--- src/source/io_pkg.sv ---
`default_nettype none

package io_pkg;

   // channel 0 is the keyboard link, channel 1 the serial link
   localparam int NUM_CHAN = 2;

   // command bytes sent by the io controller
   localparam logic [7:0] CMD_BUT_SW = 8'd1;
   localparam logic [7:0] CMD_KBD_WR = 8'd2;
   localparam logic [7:0] CMD_KBD_RD = 8'd3;
   localparam logic [7:0] CMD_SER_WR = 8'd4;
   localparam logic [7:0] CMD_SER_RD = 8'd5;
   localparam logic [7:0] CMD_FLUSH  = 8'd6;

   // register offsets inside the 8-byte window of each channel
   localparam logic [2:0] REG_DATA   = 3'd0;
   localparam logic [2:0] REG_STATUS = 3'd4;

   // bit positions in the status word
   localparam int ST_RX_VALID = 0;
   localparam int ST_TX_FULL  = 1;
   localparam int ST_OVERFLOW = 2;

   // AXI response codes
   localparam logic [1:0] AXI_OKAY   = 2'b00;
   localparam logic [1:0] AXI_SLVERR = 2'b10;

endpackage

`default_nettype wire

--- src/source/byte_channel.sv ---
`timescale 1ns/1ns
`default_nettype none

module byte_channel #(
   parameter int depth = 4
) (
   input  wire        SPI_CLK,
   input  wire        flush,

   // inbound side, filled from spi
   input  wire        rx_push,
   input  wire  [7:0] rx_byte,

   // core side
   input  wire        core_rd,
   input  wire        core_wr,
   input  wire  [7:0] core_wdata,
   output logic [7:0] core_rdata,
   output logic       rx_valid,
   output logic       tx_full,
   output logic       overflow,

   // outbound side, drained over spi
   input  wire        tx_pop,
   output logic       tx_avail,
   output logic [7:0] tx_head
);

   localparam int aw = $clog2(depth);

   // queue 0 runs towards the core, queue 1 towards the io controller
   logic [7:0]  mem  [2][depth];
   logic [aw:0] wp   [2];
   logic [aw:0] rp   [2];
   logic [7:0]  din  [2];
   logic [7:0]  head [2];
   logic [1:0]  push;
   logic [1:0]  pop;
   logic [1:0]  empty;
   logic [1:0]  full;

   assign push    = {core_wr, rx_push};
   assign pop     = {tx_pop, core_rd};
   assign din[0]  = rx_byte;
   assign din[1]  = core_wdata;

   for (genvar q = 0; q < 2; q++) begin : g_queue
      // extra pointer bit tells full from empty
      assign empty[q] = (wp[q] == rp[q]);
      assign full[q]  = (wp[q][aw] != rp[q][aw]) && (wp[q][aw-1:0] == rp[q][aw-1:0]);
      assign head[q]  = mem[q][rp[q][aw-1:0]];
   end

   always_ff @(posedge SPI_CLK) begin
      for (int q = 0; q < 2; q++) begin
         if (push[q] && !full[q] && !flush) begin
            mem[q][wp[q][aw-1:0]] <= din[q];
         end
      end
   end

   always_ff @(posedge SPI_CLK) begin
      if (flush) begin
         for (int q = 0; q < 2; q++) begin
            wp[q] <= '0;
            rp[q] <= '0;
         end
         overflow <= 1'b0;
      end else begin
         for (int q = 0; q < 2; q++) begin
            if (push[q] && !full[q]) begin
               wp[q] <= wp[q] + 1'b1;
            end
            // popping an empty queue does nothing
            if (pop[q] && !empty[q]) begin
               rp[q] <= rp[q] + 1'b1;
            end
         end
         // sticky until the next flush
         if (|(push & full)) begin
            overflow <= 1'b1;
         end
      end
   end

   assign core_rdata = empty[0] ? 8'h00 : head[0];
   assign rx_valid   = !empty[0];
   assign tx_full    = full[1];
   assign tx_avail   = !empty[1];
   assign tx_head    = head[1];

endmodule

`default_nettype wire

--- src/source/core_regs.sv ---
`timescale 1ns/1ns
`default_nettype none

module core_regs #(
   parameter int num_chan = io_pkg::NUM_CHAN
) (
   input  wire                       SPI_CLK,
   input  wire                       SPI_SS_IO,

   // AXI4-Lite write channels
   input  wire  [7:0]                s_axi_awaddr,
   input  wire                       s_axi_awvalid,
   output logic                      s_axi_awready,
   input  wire  [31:0]               s_axi_wdata,
   input  wire                       s_axi_wvalid,
   output logic                      s_axi_wready,
   output logic [1:0]                s_axi_bresp,
   output logic                      s_axi_bvalid,
   input  wire                       s_axi_bready,

   // AXI4-Lite read channels
   input  wire  [7:0]                s_axi_araddr,
   input  wire                       s_axi_arvalid,
   output logic                      s_axi_arready,
   output logic [31:0]               s_axi_rdata,
   output logic [1:0]                s_axi_rresp,
   output logic                      s_axi_rvalid,
   input  wire                       s_axi_rready,

   // channel access
   output logic [num_chan-1:0]       core_rd,
   output logic [num_chan-1:0]       core_wr,
   output logic [7:0]                core_wdata,
   input  wire  [num_chan-1:0][7:0]  core_rdata,
   input  wire  [num_chan-1:0]       rx_valid,
   input  wire  [num_chan-1:0]       tx_full,
   input  wire  [num_chan-1:0]       overflow
);

   import io_pkg::*;

   logic        wr_go;
   logic        rd_go;
   logic [4:0]  wr_ch;
   logic [4:0]  rd_ch;
   logic [2:0]  wr_off;
   logic [2:0]  rd_off;
   logic        wr_hit;
   logic        rd_hit;
   logic [31:0] rd_word;

   // accept only while no response of the same kind is waiting
   assign wr_go = s_axi_awvalid && s_axi_wvalid && !s_axi_bvalid;
   assign rd_go = s_axi_arvalid && !s_axi_rvalid;

   assign s_axi_awready = wr_go;
   assign s_axi_wready  = wr_go;
   assign s_axi_arready = rd_go;

   // address is channel * 8 + offset
   assign wr_ch  = s_axi_awaddr[7:3];
   assign wr_off = s_axi_awaddr[2:0];
   assign rd_ch  = s_axi_araddr[7:3];
   assign rd_off = s_axi_araddr[2:0];

   assign wr_hit = (int'(wr_ch) < num_chan) && ((wr_off == REG_DATA) || (wr_off == REG_STATUS));
   assign rd_hit = (int'(rd_ch) < num_chan) && ((rd_off == REG_DATA) || (rd_off == REG_STATUS));

   assign core_wdata = s_axi_wdata[7:0];

   // data register accesses push or pop in the handshake cycle
   always_comb begin
      for (int i = 0; i < num_chan; i++) begin
         core_wr[i] = wr_go && wr_hit && (wr_off == REG_DATA) && (int'(wr_ch) == i);
         core_rd[i] = rd_go && rd_hit && (rd_off == REG_DATA) && (int'(rd_ch) == i);
      end
   end

   always_comb begin
      rd_word = '0;
      for (int i = 0; i < num_chan; i++) begin
         if (rd_hit && (int'(rd_ch) == i)) begin
            if (rd_off == REG_DATA) begin
               rd_word[7:0] = core_rdata[i];
            end else begin
               rd_word[ST_RX_VALID] = rx_valid[i];
               rd_word[ST_TX_FULL]  = tx_full[i];
               rd_word[ST_OVERFLOW] = overflow[i];
            end
         end
      end
   end

   // response payload only changes on a new handshake
   always_ff @(posedge SPI_CLK) begin
      if (wr_go) begin
         s_axi_bresp <= wr_hit ? AXI_OKAY : AXI_SLVERR;
      end
      if (rd_go) begin
         s_axi_rdata <= rd_word;
         s_axi_rresp <= rd_hit ? AXI_OKAY : AXI_SLVERR;
      end
   end

   always_ff @(posedge SPI_CLK or posedge SPI_SS_IO) begin
      if (SPI_SS_IO) begin
         s_axi_bvalid <= 1'b0;
         s_axi_rvalid <= 1'b0;
      end else begin
         if (wr_go) begin
            s_axi_bvalid <= 1'b1;
         end else if (s_axi_bready) begin
            s_axi_bvalid <= 1'b0;
         end
         if (rd_go) begin
            s_axi_rvalid <= 1'b1;
         end else if (s_axi_rready) begin
            s_axi_rvalid <= 1'b0;
         end
      end
   end

endmodule

`default_nettype wire

--- src/source/io_subsystem.sv ---
`timescale 1ns/1ns
`default_nettype none

module io_subsystem #(
   parameter int         num_chan  = io_pkg::NUM_CHAN,
   parameter int         depth     = 4,
   parameter logic [7:0] core_type = 8'hA5
) (
   input  wire         SPI_CLK,
   input  wire         SPI_SS_IO,
   input  wire         spi_mosi,
   output logic        spi_miso,

   input  wire  [7:0]  s_axi_awaddr,
   input  wire         s_axi_awvalid,
   output logic        s_axi_awready,
   input  wire  [31:0] s_axi_wdata,
   input  wire         s_axi_wvalid,
   output logic        s_axi_wready,
   output logic [1:0]  s_axi_bresp,
   output logic        s_axi_bvalid,
   input  wire         s_axi_bready,
   input  wire  [7:0]  s_axi_araddr,
   input  wire         s_axi_arvalid,
   output logic        s_axi_arready,
   output logic [31:0] s_axi_rdata,
   output logic [1:0]  s_axi_rresp,
   output logic        s_axi_rvalid,
   input  wire         s_axi_rready,

   output logic [1:0]  buttons,
   output logic [1:0]  switches
);

   logic [num_chan-1:0]      rx_push;
   logic [num_chan-1:0]      tx_pop;
   logic [num_chan-1:0]      tx_avail;
   logic [num_chan-1:0][7:0] tx_head;
   logic [7:0]               rx_byte;
   logic                     flush;
   logic [num_chan-1:0]      core_rd;
   logic [num_chan-1:0]      core_wr;
   logic [7:0]               core_wdata;
   logic [num_chan-1:0][7:0] core_rdata;
   logic [num_chan-1:0]      rx_valid;
   logic [num_chan-1:0]      tx_full;
   logic [num_chan-1:0]      overflow;

   user_io #(
      .num_chan  (num_chan),
      .core_type (core_type)
   ) u_user_io (
      .SPI_CLK   (SPI_CLK),
      .SPI_SS_IO (SPI_SS_IO),
      .spi_mosi  (spi_mosi),
      .spi_miso  (spi_miso),
      .rx_push   (rx_push),
      .rx_byte   (rx_byte),
      .tx_pop    (tx_pop),
      .flush     (flush),
      .buttons   (buttons),
      .switches  (switches),
      .tx_avail  (tx_avail),
      .tx_head   (tx_head)
   );

   for (genvar n = 0; n < num_chan; n++) begin : g_chan
      byte_channel #(
         .depth (depth)
      ) u_chan (
         .SPI_CLK    (SPI_CLK),
         .flush      (flush),
         .rx_push    (rx_push[n]),
         .rx_byte    (rx_byte),
         .core_rd    (core_rd[n]),
         .core_wr    (core_wr[n]),
         .core_wdata (core_wdata),
         .core_rdata (core_rdata[n]),
         .rx_valid   (rx_valid[n]),
         .tx_full    (tx_full[n]),
         .overflow   (overflow[n]),
         .tx_pop     (tx_pop[n]),
         .tx_avail   (tx_avail[n]),
         .tx_head    (tx_head[n])
      );
   end

   core_regs #(
      .num_chan (num_chan)
   ) u_core_regs (
      .SPI_CLK       (SPI_CLK),
      .SPI_SS_IO     (SPI_SS_IO),
      .s_axi_awaddr  (s_axi_awaddr),
      .s_axi_awvalid (s_axi_awvalid),
      .s_axi_awready (s_axi_awready),
      .s_axi_wdata   (s_axi_wdata),
      .s_axi_wvalid  (s_axi_wvalid),
      .s_axi_wready  (s_axi_wready),
      .s_axi_bresp   (s_axi_bresp),
      .s_axi_bvalid  (s_axi_bvalid),
      .s_axi_bready  (s_axi_bready),
      .s_axi_araddr  (s_axi_araddr),
      .s_axi_arvalid (s_axi_arvalid),
      .s_axi_arready (s_axi_arready),
      .s_axi_rdata   (s_axi_rdata),
      .s_axi_rresp   (s_axi_rresp),
      .s_axi_rvalid  (s_axi_rvalid),
      .s_axi_rready  (s_axi_rready),
      .core_rd       (core_rd),
      .core_wr       (core_wr),
      .core_wdata    (core_wdata),
      .core_rdata    (core_rdata),
      .rx_valid      (rx_valid),
      .tx_full       (tx_full),
      .overflow      (overflow)
   );

endmodule

`default_nettype wire

--- src/source/user_io.sv ---
`timescale 1ns/1ns
`default_nettype none

module user_io #(
   parameter int         num_chan  = io_pkg::NUM_CHAN,
   parameter logic [7:0] core_type = 8'hA5
) (
   input  wire                          SPI_CLK,
   input  wire                          SPI_SS_IO,
   input  wire                          spi_mosi,
   output logic                         spi_miso,

   // towards the channels
   output logic [num_chan-1:0]          rx_push,
   output logic [7:0]                   rx_byte,
   output logic [num_chan-1:0]          tx_pop,
   output logic                         flush,

   output logic [1:0]                   buttons,
   output logic [1:0]                   switches,

   // outbound queue heads
   input  wire  [num_chan-1:0]          tx_avail,
   input  wire  [num_chan-1:0][7:0]     tx_head
);

   import io_pkg::*;

   logic [3:0] cnt;
   logic       toggle;
   logic [6:0] sbuf;
   logic [7:0] cmd;
   logic [3:0] but_sw;
   logic [7:0] shift_byte;
   logic [2:0] bit_idx;
   logic       ser_sel;
   logic       wr_cmd;
   logic       rd_cmd;

   // byte completed by the bit on mosi right now
   assign shift_byte = {sbuf, spi_mosi};

   // msb first, both in the command byte (7-cnt) and in payload bytes (15-cnt)
   assign bit_idx = ~cnt[2:0];

   assign buttons  = but_sw[1:0];
   assign switches = but_sw[3:2];

   // keyboard commands go to channel 0, serial commands to channel 1
   assign ser_sel = (cmd == CMD_SER_WR) || (cmd == CMD_SER_RD);
   assign wr_cmd  = (cmd == CMD_KBD_WR) || (cmd == CMD_SER_WR);
   assign rd_cmd  = (cmd == CMD_KBD_RD) || (cmd == CMD_SER_RD);

   // shift register, command byte and payload holding registers
   always_ff @(posedge SPI_CLK) begin
      sbuf <= shift_byte[6:0];
      if (cnt == 4'd7) begin
         cmd <= shift_byte;
      end
      if (cnt == 4'd15) begin
         if (cmd == CMD_BUT_SW) begin
            but_sw <= shift_byte[3:0];
         end
         if (wr_cmd) begin
            rx_byte <= shift_byte;
         end
      end
   end

   // frame counter and strobes
   always_ff @(posedge SPI_CLK or posedge SPI_SS_IO) begin
      if (SPI_SS_IO) begin
         cnt     <= 4'd0;
         toggle  <= 1'b0;
         flush   <= 1'b0;
         rx_push <= '0;
         tx_pop  <= '0;
      end else begin
         // 0..7 for the command, then 8..15 for every payload byte
         if (cnt != 4'd15) begin
            cnt <= cnt + 4'd1;
         end else begin
            cnt    <= 4'd8;
            toggle <= !toggle;
         end

         flush <= (cnt == 4'd7) && (shift_byte == CMD_FLUSH);

         for (int i = 0; i < num_chan; i++) begin
            rx_push[i] <= (cnt == 4'd15) && wr_cmd && (i == int'(ser_sel));
            // pop lands on the edge that ends the data byte, so the next
            // available byte already sees the updated queue
            tx_pop[i]  <= (cnt == 4'd14) && toggle && rd_cmd && (i == int'(ser_sel));
         end
      end
   end

   // miso changes on the falling edge, half a bit ahead of the sampling edge
   always_ff @(negedge SPI_CLK) begin
      if (cnt <= 4'd7) begin
         spi_miso <= core_type[bit_idx];
      end else if (!rd_cmd) begin
         spi_miso <= 1'b0;
      end else if (!toggle) begin
         // every bit of the available byte, giving 0xff or 0x00
         spi_miso <= tx_avail[ser_sel];
      end else begin
         spi_miso <= tx_head[ser_sel][bit_idx];
      end
   end

endmodule

`default_nettype wire

--- config.mk ---
export PLATFORM = sky130hd
export DESIGN_NAME = io_subsystem
export DESIGN_NICKNAME = d
export VERILOG_FILES = /design/src/source/io_pkg.sv /design/src/source/byte_channel.sv /design/src/source/core_regs.sv /design/src/source/io_subsystem.sv /design/src/source/user_io.sv
export SDC_FILE = /design/constraint.sdc
export NUM_CORES = 1
export LEC_CHECK = 0
export BUFFER_PORTS_ARGS = -buffer_cell sky130_fd_sc_hd__buf_2
export CAP_MARGIN = 20
export CORE_ASPECT_RATIO = 0.9
export CORE_MARGIN = 3
export CORE_UTILIZATION = 45
export CTS_BUF_LIST = sky130_fd_sc_hd__clkbuf_8
export DETAILED_ROUTE_END_ITERATION = 10
export MAX_ROUTING_LAYER = met4
export PLACE_DENSITY_LB_ADDON = 0.08
export SKIP_LAST_GASP = 1
export SYNTH_ARGS = -nofsm -noshare
export SYNTH_HDL_FRONTEND = slang
export SYNTH_HIERARCHICAL = 1
export SYNTH_SLANG_ARGS = --single-unit
--- constraint.sdc ---
create_clock -name SPI_CLK -period 3.9 [get_ports SPI_CLK]
set_input_delay 0 -clock SPI_CLK [delete_from_list [all_inputs] [get_ports SPI_CLK]]
set_output_delay 0 -clock SPI_CLK [all_outputs]
set_load 0.05 [all_outputs]
# [Yosys cells after proc, flatten, opt, wreduce, memory -nomap -nowiden]
# Memories as Yosys holds them, arrays and structs flattened.
# Index checks and enable logic that the tools add are counted.
[classes] addsub=9 magnitude_cmp=17 n_eq_ne=26 muxes=87 bitwise_logic=20 n_reduce_logical=70
[ops] cell="8-bit 2-to-1 mux" n=18
[ops] cell="32-bit 2-to-1 mux" n=4
[ops] cell="8-bit binary-select mux with 2-bit select" n=4
[ops] cell="8-bit demux with 2-bit select" n=4
[ops] cell="1-bit logical AND" n=43
[ops] cell="1-bit 2-to-1 mux" n=41
[ops] cell="3-bit 2-to-1 mux" n=10
[ops] cell="3-bit by 1-bit adder with 3-bit output (second input constant)" n=8
[ops] cell="8-bit by 3-bit equality test with 1-bit output (second input constant)" n=3
[ops] cell="3-bit >= comparator (second input constant)" n=8
[ops] cell="2-bit inverter with 3-bit output" n=8
[ops] cell="8-bit by 2-bit equality test with 1-bit output (second input constant)" n=2
[ops] cell="3-bit equality test" n=4
[ops] cell="1-bit logical NOT" n=12
[ops] cell="3-bit by 1-bit less-than comparator with 1-bit output (second input constant)" n=4
[ops] cell="5-bit by 2-bit equality test with 1-bit output (second input constant)" n=2
[ops] cell="5-bit logical NOT" n=2
[ops] cell="5-bit by 2-bit less-than comparator with 1-bit output (second input constant)" n=2
[ops] cell="5-bit 2-to-1 mux" n=2
[ops] cell="2-bit equality test" n=4
[ops] cell="4-bit equality test (second input constant)" n=2
[ops] cell="8-bit by 1-bit equality test with 1-bit output (second input constant)" n=1
[ops] cell="1-bit OR" n=8
[ops] cell="3-bit equality test (second input constant)" n=2
[ops] cell="18 further kinds" n=31
[word_totals] regBits=54 mem_bits_rw=152 romBits=8 in_bits=56 output_inout_bits=46 memories=7
[memory_table] name="g_chan[0].u_chan.mem" words=2 width=32 read_ports=2 rd_clocked_by_memory_dff=0 wr=2 line_no="byte_channel.sv:32" rtl="logic [7:0] mem [2][depth];"
[memory_table] name="g_chan[1].u_chan.mem" words=2 width=32 read_ports=2 rd_clocked_by_memory_dff=0 wr=2 line_no="byte_channel.sv:32"
[memory_table] name="(name not given)" words=8 width=1 read_ports=1 rd_clocked_by_memory_dff=0 wr=0 line_no="user_io.sv:101" rtl="spi_miso <= core_type[bit_idx];"
[memory_table] name="g_chan[0].u_chan.rp" words=2 width=3 read_ports=2 rd_clocked_by_memory_dff=0 wr=2 line_no="byte_channel.sv:34" rtl="logic [aw:0] rp [2];"
[memory_table] name="g_chan[0].u_chan.wp" words=2 width=3 read_ports=2 rd_clocked_by_memory_dff=0 wr=2 line_no="byte_channel.sv:33" rtl="logic [aw:0] wp [2];"
[memory_table] name="g_chan[1].u_chan.rp" words=2 width=3 read_ports=2 rd_clocked_by_memory_dff=0 wr=2 line_no="byte_channel.sv:34"
[memory_table] name="1 more memories"

# [Logic depth before layout (Yosys ltp)]
# Gate-level depths: netlist of the first run.
# An unclocked memory read counts as a cell.
[depth] ltp_word=12 mapped_depth=7 depth_no_buf=6

# [Hierarchy]
# Netlist of the first run, hierarchy kept.
[by_module_without_submodules] module="byte_channel at g_chan[0].u_chan" n_inst=1 cells_each=177 area_each_um2=3331.9
[by_module_without_submodules] module="byte_channel at g_chan[1].u_chan" n_inst=1 cells_each=177 area_each_um2=3309.4
[by_module_without_submodules] module="user_io" n_inst=1 cells_each=98 area_each_um2=1456.4
[by_module_without_submodules] module="core_regs" n_inst=1 cells_each=86 area_each_um2=914.6

==> impl_metrics.py, run 1 <==
metrics = {
    "outcome": {
        "status": "finished, violations left",
        "violations": "negative setup slack",
    },
    "synth": {
        "synth_largest_area_cell": "edfxtp_1",
        "ys_types": 57,
        "syn_area_per_cell_um2": 16.8,
        "yosys-top-cells-area": "edfxtp_1 (61%), mux4_2 (5.5%), mux4_1 (4.4%), dfrtp_1 (3.3%), ha_1 (3.1%)",
        "yosysSeqAreaShare_pct": 66.2,
        "syn-cell-area_um2": 9010,
        "yosysWarnings": 6,
        "synthArstFlopShare_pct": 5.88,
        "synth_seq_cells": 204,
        "synth_top_flop_cell": "edfxtp_1",
        "syn_inst": 538,
        "synth_top_area_share_pct": 60.6,
        "synth-edff-count": 182,
    },
    "min_path": {
        "hold_path_class": "input port to register",
    },
    "grt": {
        "grt_overflow": 0,
        "grt_pass1_wl_um": 28200,
        "grt_max_degree": 29,
        "track_usage_pct": 17.5,
        "grt_pass1_vias": 5136,
        "antenna_found_initial": 0,
    },
    "cts": {
        "clk_latency_ns": 0.53,
        "cts_made_buffers": 35,
        "clkTransAtPathRegs_ns": 0.06,
        "ctsRootBufferMaster": "clkbuf_8",
        "htree_levels": 2,
        "ctsLongestPathBuffers": 3,
        "cts_tree": "done",
        "clock-sinks": 204,
    },
    "power": {
        "p_per_area_nw_per_um2": 419,
        "ir_worst_vdd_mv": 0.227,
        "p_total_uw": 4400,
        "leakagePower_uw": 0.00400,
    },
    "critical_path": {
        "crit_chain": "buf_4 > buf_4 > buf_4 > xnor2_1 > nand3_1 > or3_1 > o311ai_1 > a21oi_1 > a31o_1",
        "crit_arrival_ns": 2.42,
        "critPathMostFrequentCell": "buf_4",
        "cp-end-kind": "register",
        "cp-start-kind": "register",
        "cp_slowest_cell": "edfxtp_1",
        "worst-path-buf-inv": 3,
        "critPathTopFamily": "simple AND/OR/NAND/NOR gates",
        "cpPeakStageDelay_ns": 0.41,
        "path_class": "register to register",
        "crit_fanout": 5,
        "crit_required_ns": 2.37,
    },
    "detailed_routing": {
        "wl_per_cell_um": 19.1,
        "dr.first_iter.drc_count": 335,
        "final_antenna_net_count": 0,
        "viasPerCell": 5.25,
        "route.detailed.drc": 0,
        "vias": 4905,
        "drt-total-wl_um": 17800,
        "firstDrtPassIters": 4,
    },
    "sta": {
        "drv_slew": 0,
        "setup_viol": 1,
        "finalHoldViolCount": 0,
        "relSlewSlack_pct": 52.0,
        "rsz0062_at_grt": "yes",
        "worst_slew_pin_slew_ns": 0.721,
        "skew_ns": 0.0343,
        "holdWs_ns": 0.0233,
        "worst_slack_ns": -0.0463,
        "tns_ns": -0.0463,
    },
    "placement": {
        "placed_cells": 839,
        "dp_hpwl_um": 12000,
        "io_buffers": 51,
        "gp_congestion": 0.762,
        "place_area_um2": 9520,
    },
    "job": {
        "cap_violations": 0,
    },
    "finish": {
        "final_layout_size_suffix_gt1_share_pct": 24.9,
        "diodes": 0,
        "multi_input_area_um2": 2690,
        "fill_cells": 1557,
        "final_cells": 934,
        "finalInstanceArea_um2": 10500,
        "nNetsFinal": 735,
        "regArea_um2": 5970,
        "area_growth_pct": 16.5,
    },
    "floorplanning": {
        "die_area_um2": 21800,
        "core-area_um2": 19400,
        "fp.dieH_um": 140,
        "ioPinCount": 102,
        "die_x_um": 155,
        "core.rowCount": 48,
        "start_util_pct": 46.5,
    },
}
==> registers in the layout (all words and copies together), names as in the netlist <==
| register | cells |
|---|---|
| u_core_regs/s_axi_bvalid | 1 |
| u_user_io/spi_miso | 1 |
| u_user_io/cmd | 8 |
| u_user_io/cnt | 4 |
| u_user_io/flush | 1 |
| g_chan.u_chan/mem | 128 |
| u_core_regs/s_axi_rdata | 8 |
| g_chan.u_chan/rp | 12 |
| u_core_regs/s_axi_rresp | 1 |
| g_chan.u_chan/wp | 12 |
| u_user_io/but_sw | 4 |
| u_user_io/toggle | 1 |
| u_core_regs/s_axi_bresp | 1 |
| u_core_regs/s_axi_rvalid | 1 |
| u_user_io/rx_byte | 8 |
| u_user_io/rx_push | 2 |
| u_user_io/tx_pop | 2 |
| u_user_io/sbuf | 7 |
| g_chan.u_chan/overflow | 2 |
==> final timing paths <==
check / cells past startpoint / from / to / slack (ns)
setup / recovery: 9 / g_chan[0].u_chan/rp[0][3]$_SDFFCE_PN0P_ / u_user_io/spi_miso$_DFF_N_ / -0.05
hold / removal: 4 / s_axi_araddr[4] / u_core_regs/s_axi_rdata[7]$_DFFE_PP_ / 0.02
setup reg to reg: 9 / g_chan[0].u_chan/rp[0][3]$_SDFFCE_PN0P_ / u_user_io/spi_miso$_DFF_N_ / -0.05
hold reg to reg: 0 / u_user_io/sbuf[5]$_DFF_P_ / u_user_io/sbuf[6]$_DFF_P_ / 0.39
max in group asynchronous: 4 / SPI_SS_IO / u_core_regs/s_axi_rvalid$_DFFE_PP0P_ / 3.30
min in group asynchronous: 3 / SPI_SS_IO / u_user_io/toggle$_DFFE_PP0P_ / 0.07
==> through the flow <==
stage,util [%],worst slack (ns)
6_report,54.1,-0.0463
5_1_grt,54.1,-0.147
4_1_cts,54.1,-0.0303
3_5_place_dp,49.1,-0.0828
3_3_place_gp,49.1,-0.0528
2_1_floorplan,-,-0.0392
==> worst reg2reg max path: cells and delay by family (launching register included) <==
family | cells | cell delay (ns)
AO/OA/AOI/OAI | 3 | 0.37
XOR/XNOR | 1 | 0.19
buffers and inverters | 3 | 0.42
flip-flops | 1 | 0.41
AND/OR/NAND/NOR | 2 | 0.53
==> report_power, final <==
group	total [uW]	switching, uW	internal, uW	leakage, uW
clock	1840	840	1000	0.000388
combinational	176	132	44.3	0.00178
sequential	2380	8.16	2380	0.00183
==> cell usage in the layout, fill, tap and decap left out, types with 6 or more instances in the layout <==
| cell type | instances |
|---|---|
| nand3_1 | 8 |
| clkinv_2 | 8 |
| xnor2_1 | 20 |
| mux2i_1 | 9 |
| dlygate4sd3_1 | 26 |
| nor2_1 | 16 |
| nor2b_1 | 21 |
| edfxtp_1 | 182 |
| and3_1 | 19 |
| mux4_2 | 22 |
| dfxtp_1 | 10 |
| conb_1 | 26 |
| a21oi_1 | 10 |
| a211oi_1 | 12 |
| nand2_1 | 6 |
| inv_1 | 40 |
| o31ai_2 | 6 |
| buf_2 | 51 |
| dfrtp_1 | 12 |
| clkbuf_8 | 36 |
| ha_1 | 22 |
| buf_4 | 27 |
| mux4_1 | 15 |
| xor2_1 | 14 |
==> synth_stat cells (all sizes together), types with 4 or more instances <==
cell and n:
nor2 17, nand2b 5, and3 19, dfrtp 12, a21o 4, nor4 6
nand3 8, nor3 6, o31ai 6, nor2b 22, mux4 37, buf 44
xnor2 20, a211oi 12, xor2 14, nand2 6, edfxtp 182, a21boi 4
dfxtp 10, inv 29, clkbuf 5, mux2i 9, a21oi 10, ha 22
==> kinds of logic after synthesis <==
logic type	synth area share (%)
flops	66.2
simple gates	7.21
buf+inv	5.01
compound gates	4.32
mux	10.9
xor+xnor	3.30
fa+ha+maj	3.05
other cells	0.0416
==> repair_timing <==
action	CTS	global route
endpoints found under the hold margin	89	0
buffers inserted	4	1
setup endpoints to repair	1	1
gates resized for setup	2	0
pin swaps	2	1
hold buffers	26	0
==> cell type report <==
cell class,instances,area share (%)
Tap cell,250,2.98
Multi-Input combinational cell,281,25.7
Clock buffer,36,4.72
Clock inverter,29,1.75
Inverter,28,1.00
Timing Repair Buffer,106,7.06
Sequential cell,204,56.8
==> routing by layer <==
layer	share of wire, %	wire, um	global-route usage, %	up-vias
li1	-	-	-	2271
met1	45	8040	24.5	2445
met2	45	8060	26.2	161
met3	7.9	1410	3.43	28
met4	1.7	302	5.20	0
met5	0	0	-	-
(Power assumes the default switching activity.)
==> inputs of run 2 (changes only) <==
--- a/config.mk
+++ b/config.mk
@@ -11,6 +11,7 @@
 export CORE_MARGIN = 3
 export CORE_UTILIZATION = 45
 export CTS_BUF_LIST = sky130_fd_sc_hd__clkbuf_8
+export CTS_CLUSTER_SIZE = 28
 export DETAILED_ROUTE_END_ITERATION = 10
 export MAX_ROUTING_LAYER = met4
 export PLACE_DENSITY_LB_ADDON = 0.08
==> constraint.sdc (replaced) <==
create_clock -name SPI_CLK -period 3.3 [get_ports SPI_CLK]
set_input_delay 0 -clock SPI_CLK [delete_from_list [all_inputs] [get_ports SPI_CLK]]
set_output_delay 0 -clock SPI_CLK [all_outputs]
set_load 0.05 [all_outputs]
==> run 2 against run 1 <==
- the run still ends with negative setup slack left
- sequential share of layout area down 0.42 points
- clock power increased by 14%
- core utilization is 0.40 points higher
- count of clock-buffer cells in the layout grew 2
- via count hardly changed
- final cell count rose by 1.4%
- critical endpoint unchanged
- critical path type unchanged
==> impl_metrics.py, run 2 (synthesized netlist as in run 1, its figures left out) <==
metrics = {
    "critical_path": {
        "cp-end-kind": "register",
        "path_class": "register to register",
        "ff2ff_path_depth": 6,
        "cpPeakStageDelay_ns": 0.51,
        "endpoint": "u_user_io/spi_miso$_DFF_N_",
        "crit_chain": "buf_6 > mux4_2 > mux4_2 > nor3_2 > a31oi_1 > a31o_1",
        "cp_slowest_cell": "mux4_2",
        "reg2reg_to": "u_user_io/spi_miso$_DFF_N_",
        "critPathMostFrequentCell": "mux4_2",
        "critical_path.startpoint": "g_chan[0].u_chan/rp[0][3]$_SDFFCE_PN0P_",
        "critPathTopFamily": "multiplexers",
        "r2r-start": "g_chan[0].u_chan/rp[0][3]$_SDFFCE_PN0P_",
        "reg2reg_setup_slack_ns": -0.37,
        "crit_required_ns": 2.08,
        "crit_arrival_ns": 2.44,
        "cp.depth": 6,
        "crit_fanout": 6,
        "worst-path-buf-inv": 1,
        "cp-start-kind": "register",
    },
    "finish": {
        "area_growth_pct": 17.3,
        "final_layout_size_suffix_gt1_share_pct": 26.1,
        "diodes": 0,
        "nNetsFinal": 750,
        "final_common_cell": "edfxtp_1",
        "final_cell_mix": "edfxtp_1 (182), buf_2 (51), buf_4 (45), inv_1 (42), clkbuf_8 (38)",
        "largest_reg_flops": 128,
    },
    "sta": {
        "rsz0062_at_grt": "yes",
        "relSlewSlack_pct": 47.0,
        "setup_viol": 1,
        "holdWs_ns": 0.0377,
        "tns_ns": -0.368,
        "skew_ns": 0.0527,
        "worst_slack_ns": -0.368,
        "finalHoldViolCount": 0,
        "worst_slew_pin_slew_ns": 0.795,
        "drv_slew": 0,
    },
    "cts": {
        "ctsRootBufferMaster": "clkbuf_8",
        "htree_levels": 2,
        "ctsLongestPathBuffers": 3,
        "cts_tree": "done",
        "clock-sinks": 204,
        "cts_made_buffers": 35,
        "clkTransAtPathRegs_ns": 0.06,
        "clk_latency_ns": 0.54,
    },
    "detailed_routing": {
        "vias": 4904,
        "route.detailed.drc": 0,
        "dr.first_iter.drc_count": 339,
        "final_antenna_net_count": 0,
        "drt-total-wl_um": 17700,
        "viasPerCell": 5.18,
        "firstDrtPassIters": 4,
        "wl_per_cell_um": 18.7,
    },
    "placement": {
        "dp_hpwl_um": 12100,
        "gp_congestion": 0.785,
        "io_buffers": 51,
    },
    "floorplanning": {
        "ioPinCount": 102,
        "die_x_um": 155,
        "core-area_um2": 19400,
        "core.rowCount": 48,
        "die_area_um2": 21800,
        "fp.dieH_um": 140,
        "start_util_pct": 46.5,
    },
    "power": {
        "leakagePower_uw": 0.00405,
        "p_per_area_nw_per_um2": 484,
        "ir_worst_vdd_mv": 0.249,
    },
    "grt": {
        "grt_overflow": 0,
        "grt_max_degree": 23,
        "track_usage_pct": 17.1,
        "grt_pass1_wl_um": 27700,
        "grt_pass1_vias": 4997,
        "antenna_found_initial": 0,
    },
    "job": {
        "cap_violations": 0,
    },
    "outcome": {
        "violations": "negative setup slack",
        "status": "finished, violations left",
    },
    "min_path": {
        "hold_path_class": "input port to register",
    },
}
run 2: cell count changes in the layout (fill, tap and decap cells not counted), sizes merged:
cell         delta
buf            +17
clkinvlp        -2
dlygate4sd3     -2
inv             +2
clkinv          -3
clkbuf          +2
bufinv          -1
run 2: per-stage QoR:
| step | power [uW] | utilization, % | cell area [um2] | cells | setup WS, ns |
|---|---|---|---|---|---|
| 5_1_grt | 5340 | 54.5 | 10600 | 947 | -0.452 |
| 3_5_place_dp | 3060 | 49.7 | 9640 | 856 | -0.413 |
| 2_1_floorplan | 3040 | - | 9120 | 563 | -0.339 |
| 6_report | 5110 | 54.5 | 10600 | 947 | -0.368 |
| 4_1_cts | 5200 | 54.4 | 10600 | 945 | -0.364 |
| 3_3_place_gp | 3050 | 49.7 | 9640 | 856 | -0.377 |
run 2: routing by layer:
metal  share of wire [%]  up-vias  routed length (um)  global-route usage (%)
met2                  44      144                7790                    25.3
met3                 5.4       29                 958                    3.52
li1                    -     2295                   -                       -
met5                   0        -                   0                       -
met1                  49     2436                8670                    24.2
met4                 1.9        0                 329                    5.07
run 2: layout make-up:
| cell class | instances | area (um2) |
|---|---|---|
| clock inverter | 25 | 130 |
| multi-input combinational | 281 | 2690 |
| tap | 250 | 313 |
| timing repair buffer | 121 | 845 |
| clock buffer | 38 | 523 |
| fill | 1570 | 8820 |
| inverter | 28 | 105 |
| sequential | 204 | 5970 |
run 2: what timing repair did:
| action | in CTS | in global routing |
|---|---|---|
| gates resized for setup | 1 | 0 |
| setup endpoints to repair | 1 | 1 |
| buffers inserted | 3 | 2 |
| hold buffers | 24 | 0 |
| pin swaps | 0 | 1 |
| endpoints found under the hold margin | 88 | 0 |
| gates cloned | 0 | 0 |
run 2: power by group:
part | internal [uW] | switching [uW] | total (uW)
logic | 51.7 | 155 | 207
clock network | 1140 | 951 | 2090
registers | 2810 | 9.60 | 2820
run 2: worst min path at each step:
stage	start	endpoint	slack [ns]	cells after the start
after floorplan	SPI_SS_IO	u_core_regs/s_axi_bvalid$_DFFE_PP0P_	-0.26	1
after global placement	SPI_SS_IO	u_core_regs/s_axi_bvalid$_DFFE_PP0P_	-0.11	2
after detailed placement	SPI_SS_IO	u_core_regs/s_axi_rvalid$_DFFE_PP0P_	-0.11	2
after CTS	s_axi_araddr[3]	u_core_regs/s_axi_rdata[7]$_DFFE_PP_	0.006	3
after global routing	s_axi_arvalid	u_core_regs/s_axi_rdata[1]$_DFFE_PP_	0.03	3
final	s_axi_araddr[3]	u_core_regs/s_axi_rdata[7]$_DFFE_PP_	0.04	3
run 2: tightest hold or removal path, delay by kind of cell:
family                 cells  cell delay, ns
buffers and inverters      1            0.19
muxes                      1            0.14
and+or+nand+nor            1            0.08
==> inputs of run 3 (changes only) <==
--- a/config.mk
+++ b/config.mk
@@ -14,7 +14,8 @@
 export CTS_CLUSTER_SIZE = 28
 export DETAILED_ROUTE_END_ITERATION = 10
 export MAX_ROUTING_LAYER = met4
-export PLACE_DENSITY_LB_ADDON = 0.08
+export PLACE_DENSITY = 0.66
+export SKIP_CTS_REPAIR_TIMING = 1
 export SKIP_LAST_GASP = 1
 export SYNTH_ARGS = -nofsm -noshare
 export SYNTH_HDL_FRONTEND = slang
==> run 3 against run 2 <==
- the run still ends with negative setup slack left
- clock power up 3%
- global-route usage fell by 0.84 points
- sequential power about the same
- via count shrank 0.90%
- register-to-register slack improved by 0.04 ns
- clock skew decreased by 0.011 ns
- largest cell class unchanged
==> impl_metrics.py, run 3 (synthesized netlist as in run 1, its figures left out) <==
metrics = {
    "finish": {
        "diodes": 0,
        "finalInstanceArea_um2": 10500,
        "final_cell_mix": "edfxtp_1 (182), buf_2 (51), inv_1 (44), buf_4 (39), clkbuf_8 (37)",
        "nNetsFinal": 741,
        "largest_reg_flops": 128,
        "area_growth_pct": 17.0,
        "final_layout_size_suffix_gt1_share_pct": 25.5,
        "final_common_cell": "edfxtp_1",
        "final_cells": 939,
    },
    "grt": {
        "grt_overflow": 0,
        "use_met3_pct": 3.83,
        "use_met2_pct": 24.3,
        "track_usage_pct": 16.3,
        "grt_max_degree": 23,
        "antenna_found_initial": 0,
        "met1_usage_pct": 22.6,
        "grt_most_used_layer": "met2",
        "grt_pass1_vias": 4971,
        "grt_pass1_wl_um": 27200,
    },
    "cts": {
        "cts_made_buffers": 34,
        "clk_latency_ns": 0.54,
        "clkTransAtPathRegs_ns": 0.06,
        "htree_levels": 2,
        "cts_tree": "done",
        "ctsRootBufferMaster": "clkbuf_8",
        "clock-sinks": 204,
        "ctsLongestPathBuffers": 3,
    },
    "power": {
        "netSwitchingPower_uw": 1110,
        "internal-power_uw": 4050,
        "leakagePower_uw": 0.00403,
        "p_per_area_nw_per_um2": 490,
        "switching_share_pct": 21.6,
        "p_total_uw": 5170,
        "ir_worst_vdd_mv": 0.217,
        "p_clk_share_pct": 41.6,
        "seqPwrFrac_pct": 54.5,
        "combPwrFrac_pct": 3.9,
    },
    "sta": {
        "skew_ns": 0.0415,
        "rsz0062_at_grt": "yes",
        "drv_slew": 0,
        "setup_viol": 1,
        "relSlewSlack_pct": 49.2,
        "holdWs_ns": 0.00764,
        "worst_slack_ns": -0.330,
        "worst_slew_pin_slew_ns": 0.760,
        "finalHoldViolCount": 0,
        "tns_ns": -0.330,
    },
    "critical_path": {
        "critPathMostFrequentCell": "mux4_2",
        "ff2ff_path_depth": 6,
        "cp-end-kind": "register",
        "worst-path-buf-inv": 1,
        "critPathTopFamily": "multiplexers",
        "crit_required_ns": 2.08,
        "crit_fanout": 7,
        "crit_chain": "buf_6 > mux4_2 > mux4_2 > nor3_2 > a31oi_1 > a31o_1",
        "cp_slowest_cell": "mux4_2",
        "cp-start-kind": "register",
        "path_class": "register to register",
        "cp.depth": 6,
        "crit_arrival_ns": 2.41,
        "cpPeakStageDelay_ns": 0.50,
    },
    "floorplanning": {
        "core-area_um2": 19400,
        "die_area_um2": 21800,
        "ioPinCount": 102,
        "core.rowCount": 48,
        "start_util_pct": 46.5,
        "fp.dieH_um": 140,
        "die_x_um": 155,
    },
    "job": {
        "cap_violations": 0,
    },
    "min_path": {
        "holdPathStages": 4,
        "hold_path_class": "input port to register",
    },
    "placement": {
        "place_area_um2": 9660,
        "dp_hpwl_um": 11900,
        "io_buffers": 51,
        "gp_congestion": 0.812,
        "placed_cells": 856,
    },
    "detailed_routing": {
        "final_antenna_net_count": 0,
        "viasPerCell": 5.18,
        "firstDrtPassIters": 4,
        "route.detailed.drc": 0,
        "wl_per_cell_um": 18.0,
        "vias": 4860,
        "dr.first_iter.drc_count": 275,
        "drt-total-wl_um": 16900,
    },
    "outcome": {
        "violations": "negative setup slack",
        "status": "finished, violations left",
    },
}
-- run 3: cell count changes in the layout (fill, tap and decap cells not counted), moves of 2 or more --
| cell | before | now |
|---|---|---|
| clkinv_2 | 4 | 1 |
| buf_4 | 45 | 39 |
| dlygate4sd3_1 | 24 | 21 |
| inv_1 | 42 | 44 |
-- run 3: metal layers --
metal	routed length (um)	part of all wire [%]
met1	7820	46
met2	7860	46
met3	973	5.8
met4	267	1.6
met5	0	0
-- run 3: path summary, 6_finish.rpt --
path                                                          from                                    to  slack (ns)
min                                                s_axi_araddr[0]  u_core_regs/s_axi_rdata[0]$_DFFE_PP_       0.008
max reg2reg                g_chan[0].u_chan/rp[0][3]$_SDFFCE_PN0P_            u_user_io/spi_miso$_DFF_N_       -0.33
max                        g_chan[0].u_chan/rp[0][3]$_SDFFCE_PN0P_            u_user_io/spi_miso$_DFF_N_       -0.33
min reg2reg                              u_user_io/sbuf[3]$_DFF_P_             u_user_io/sbuf[4]$_DFF_P_        0.39
max in group asynchronous                                SPI_SS_IO  u_core_regs/s_axi_rvalid$_DFFE_PP0P_        2.71
min in group asynchronous                                SPI_SS_IO         u_user_io/tx_pop[1]$_DFF_PP0_        0.07
-- run 3: metrics by stage --
| stage | util (%) | worst slack (ns) |
|---|---|---|
| floorplan | - | -0.339 |
| global placement | 49.8 | -0.353 |
| detailed placement | 49.8 | -0.385 |
| CTS | 53.2 | -0.367 |
| global route | 54.4 | -0.463 |
| finish | 54.4 | -0.330 |
-- run 3: cell type report --
type | instances | area, um2
clock buffer | 37 | 509
multi-input combinational | 281 | 2700
timing repair buffer | 113 | 790
clock inverter | 26 | 164
tap | 250 | 313
inverter | 28 | 105
fill | 1507 | 8850
sequential | 204 | 5970
-- run 3: power groups by stage --
stage | Combinational (uW) | Sequential (uW) | Clock, uW
after floorplan | 134 | 2900 | 3.79
after global placement | 181 | 2870 | 3.79
after detailed placement | 183 | 2870 | 3.79
after CTS | 183 | 2820 | 2210
after global routing | 215 | 2820 | 2340
final | 203 | 2820 | 2150
-- run 3: worst min-delay path, stage by stage --
cell and delay (ns):
buf_2 0.11, nor2_1 0.04, nand2_1 0.14, nor2b_4 0.05
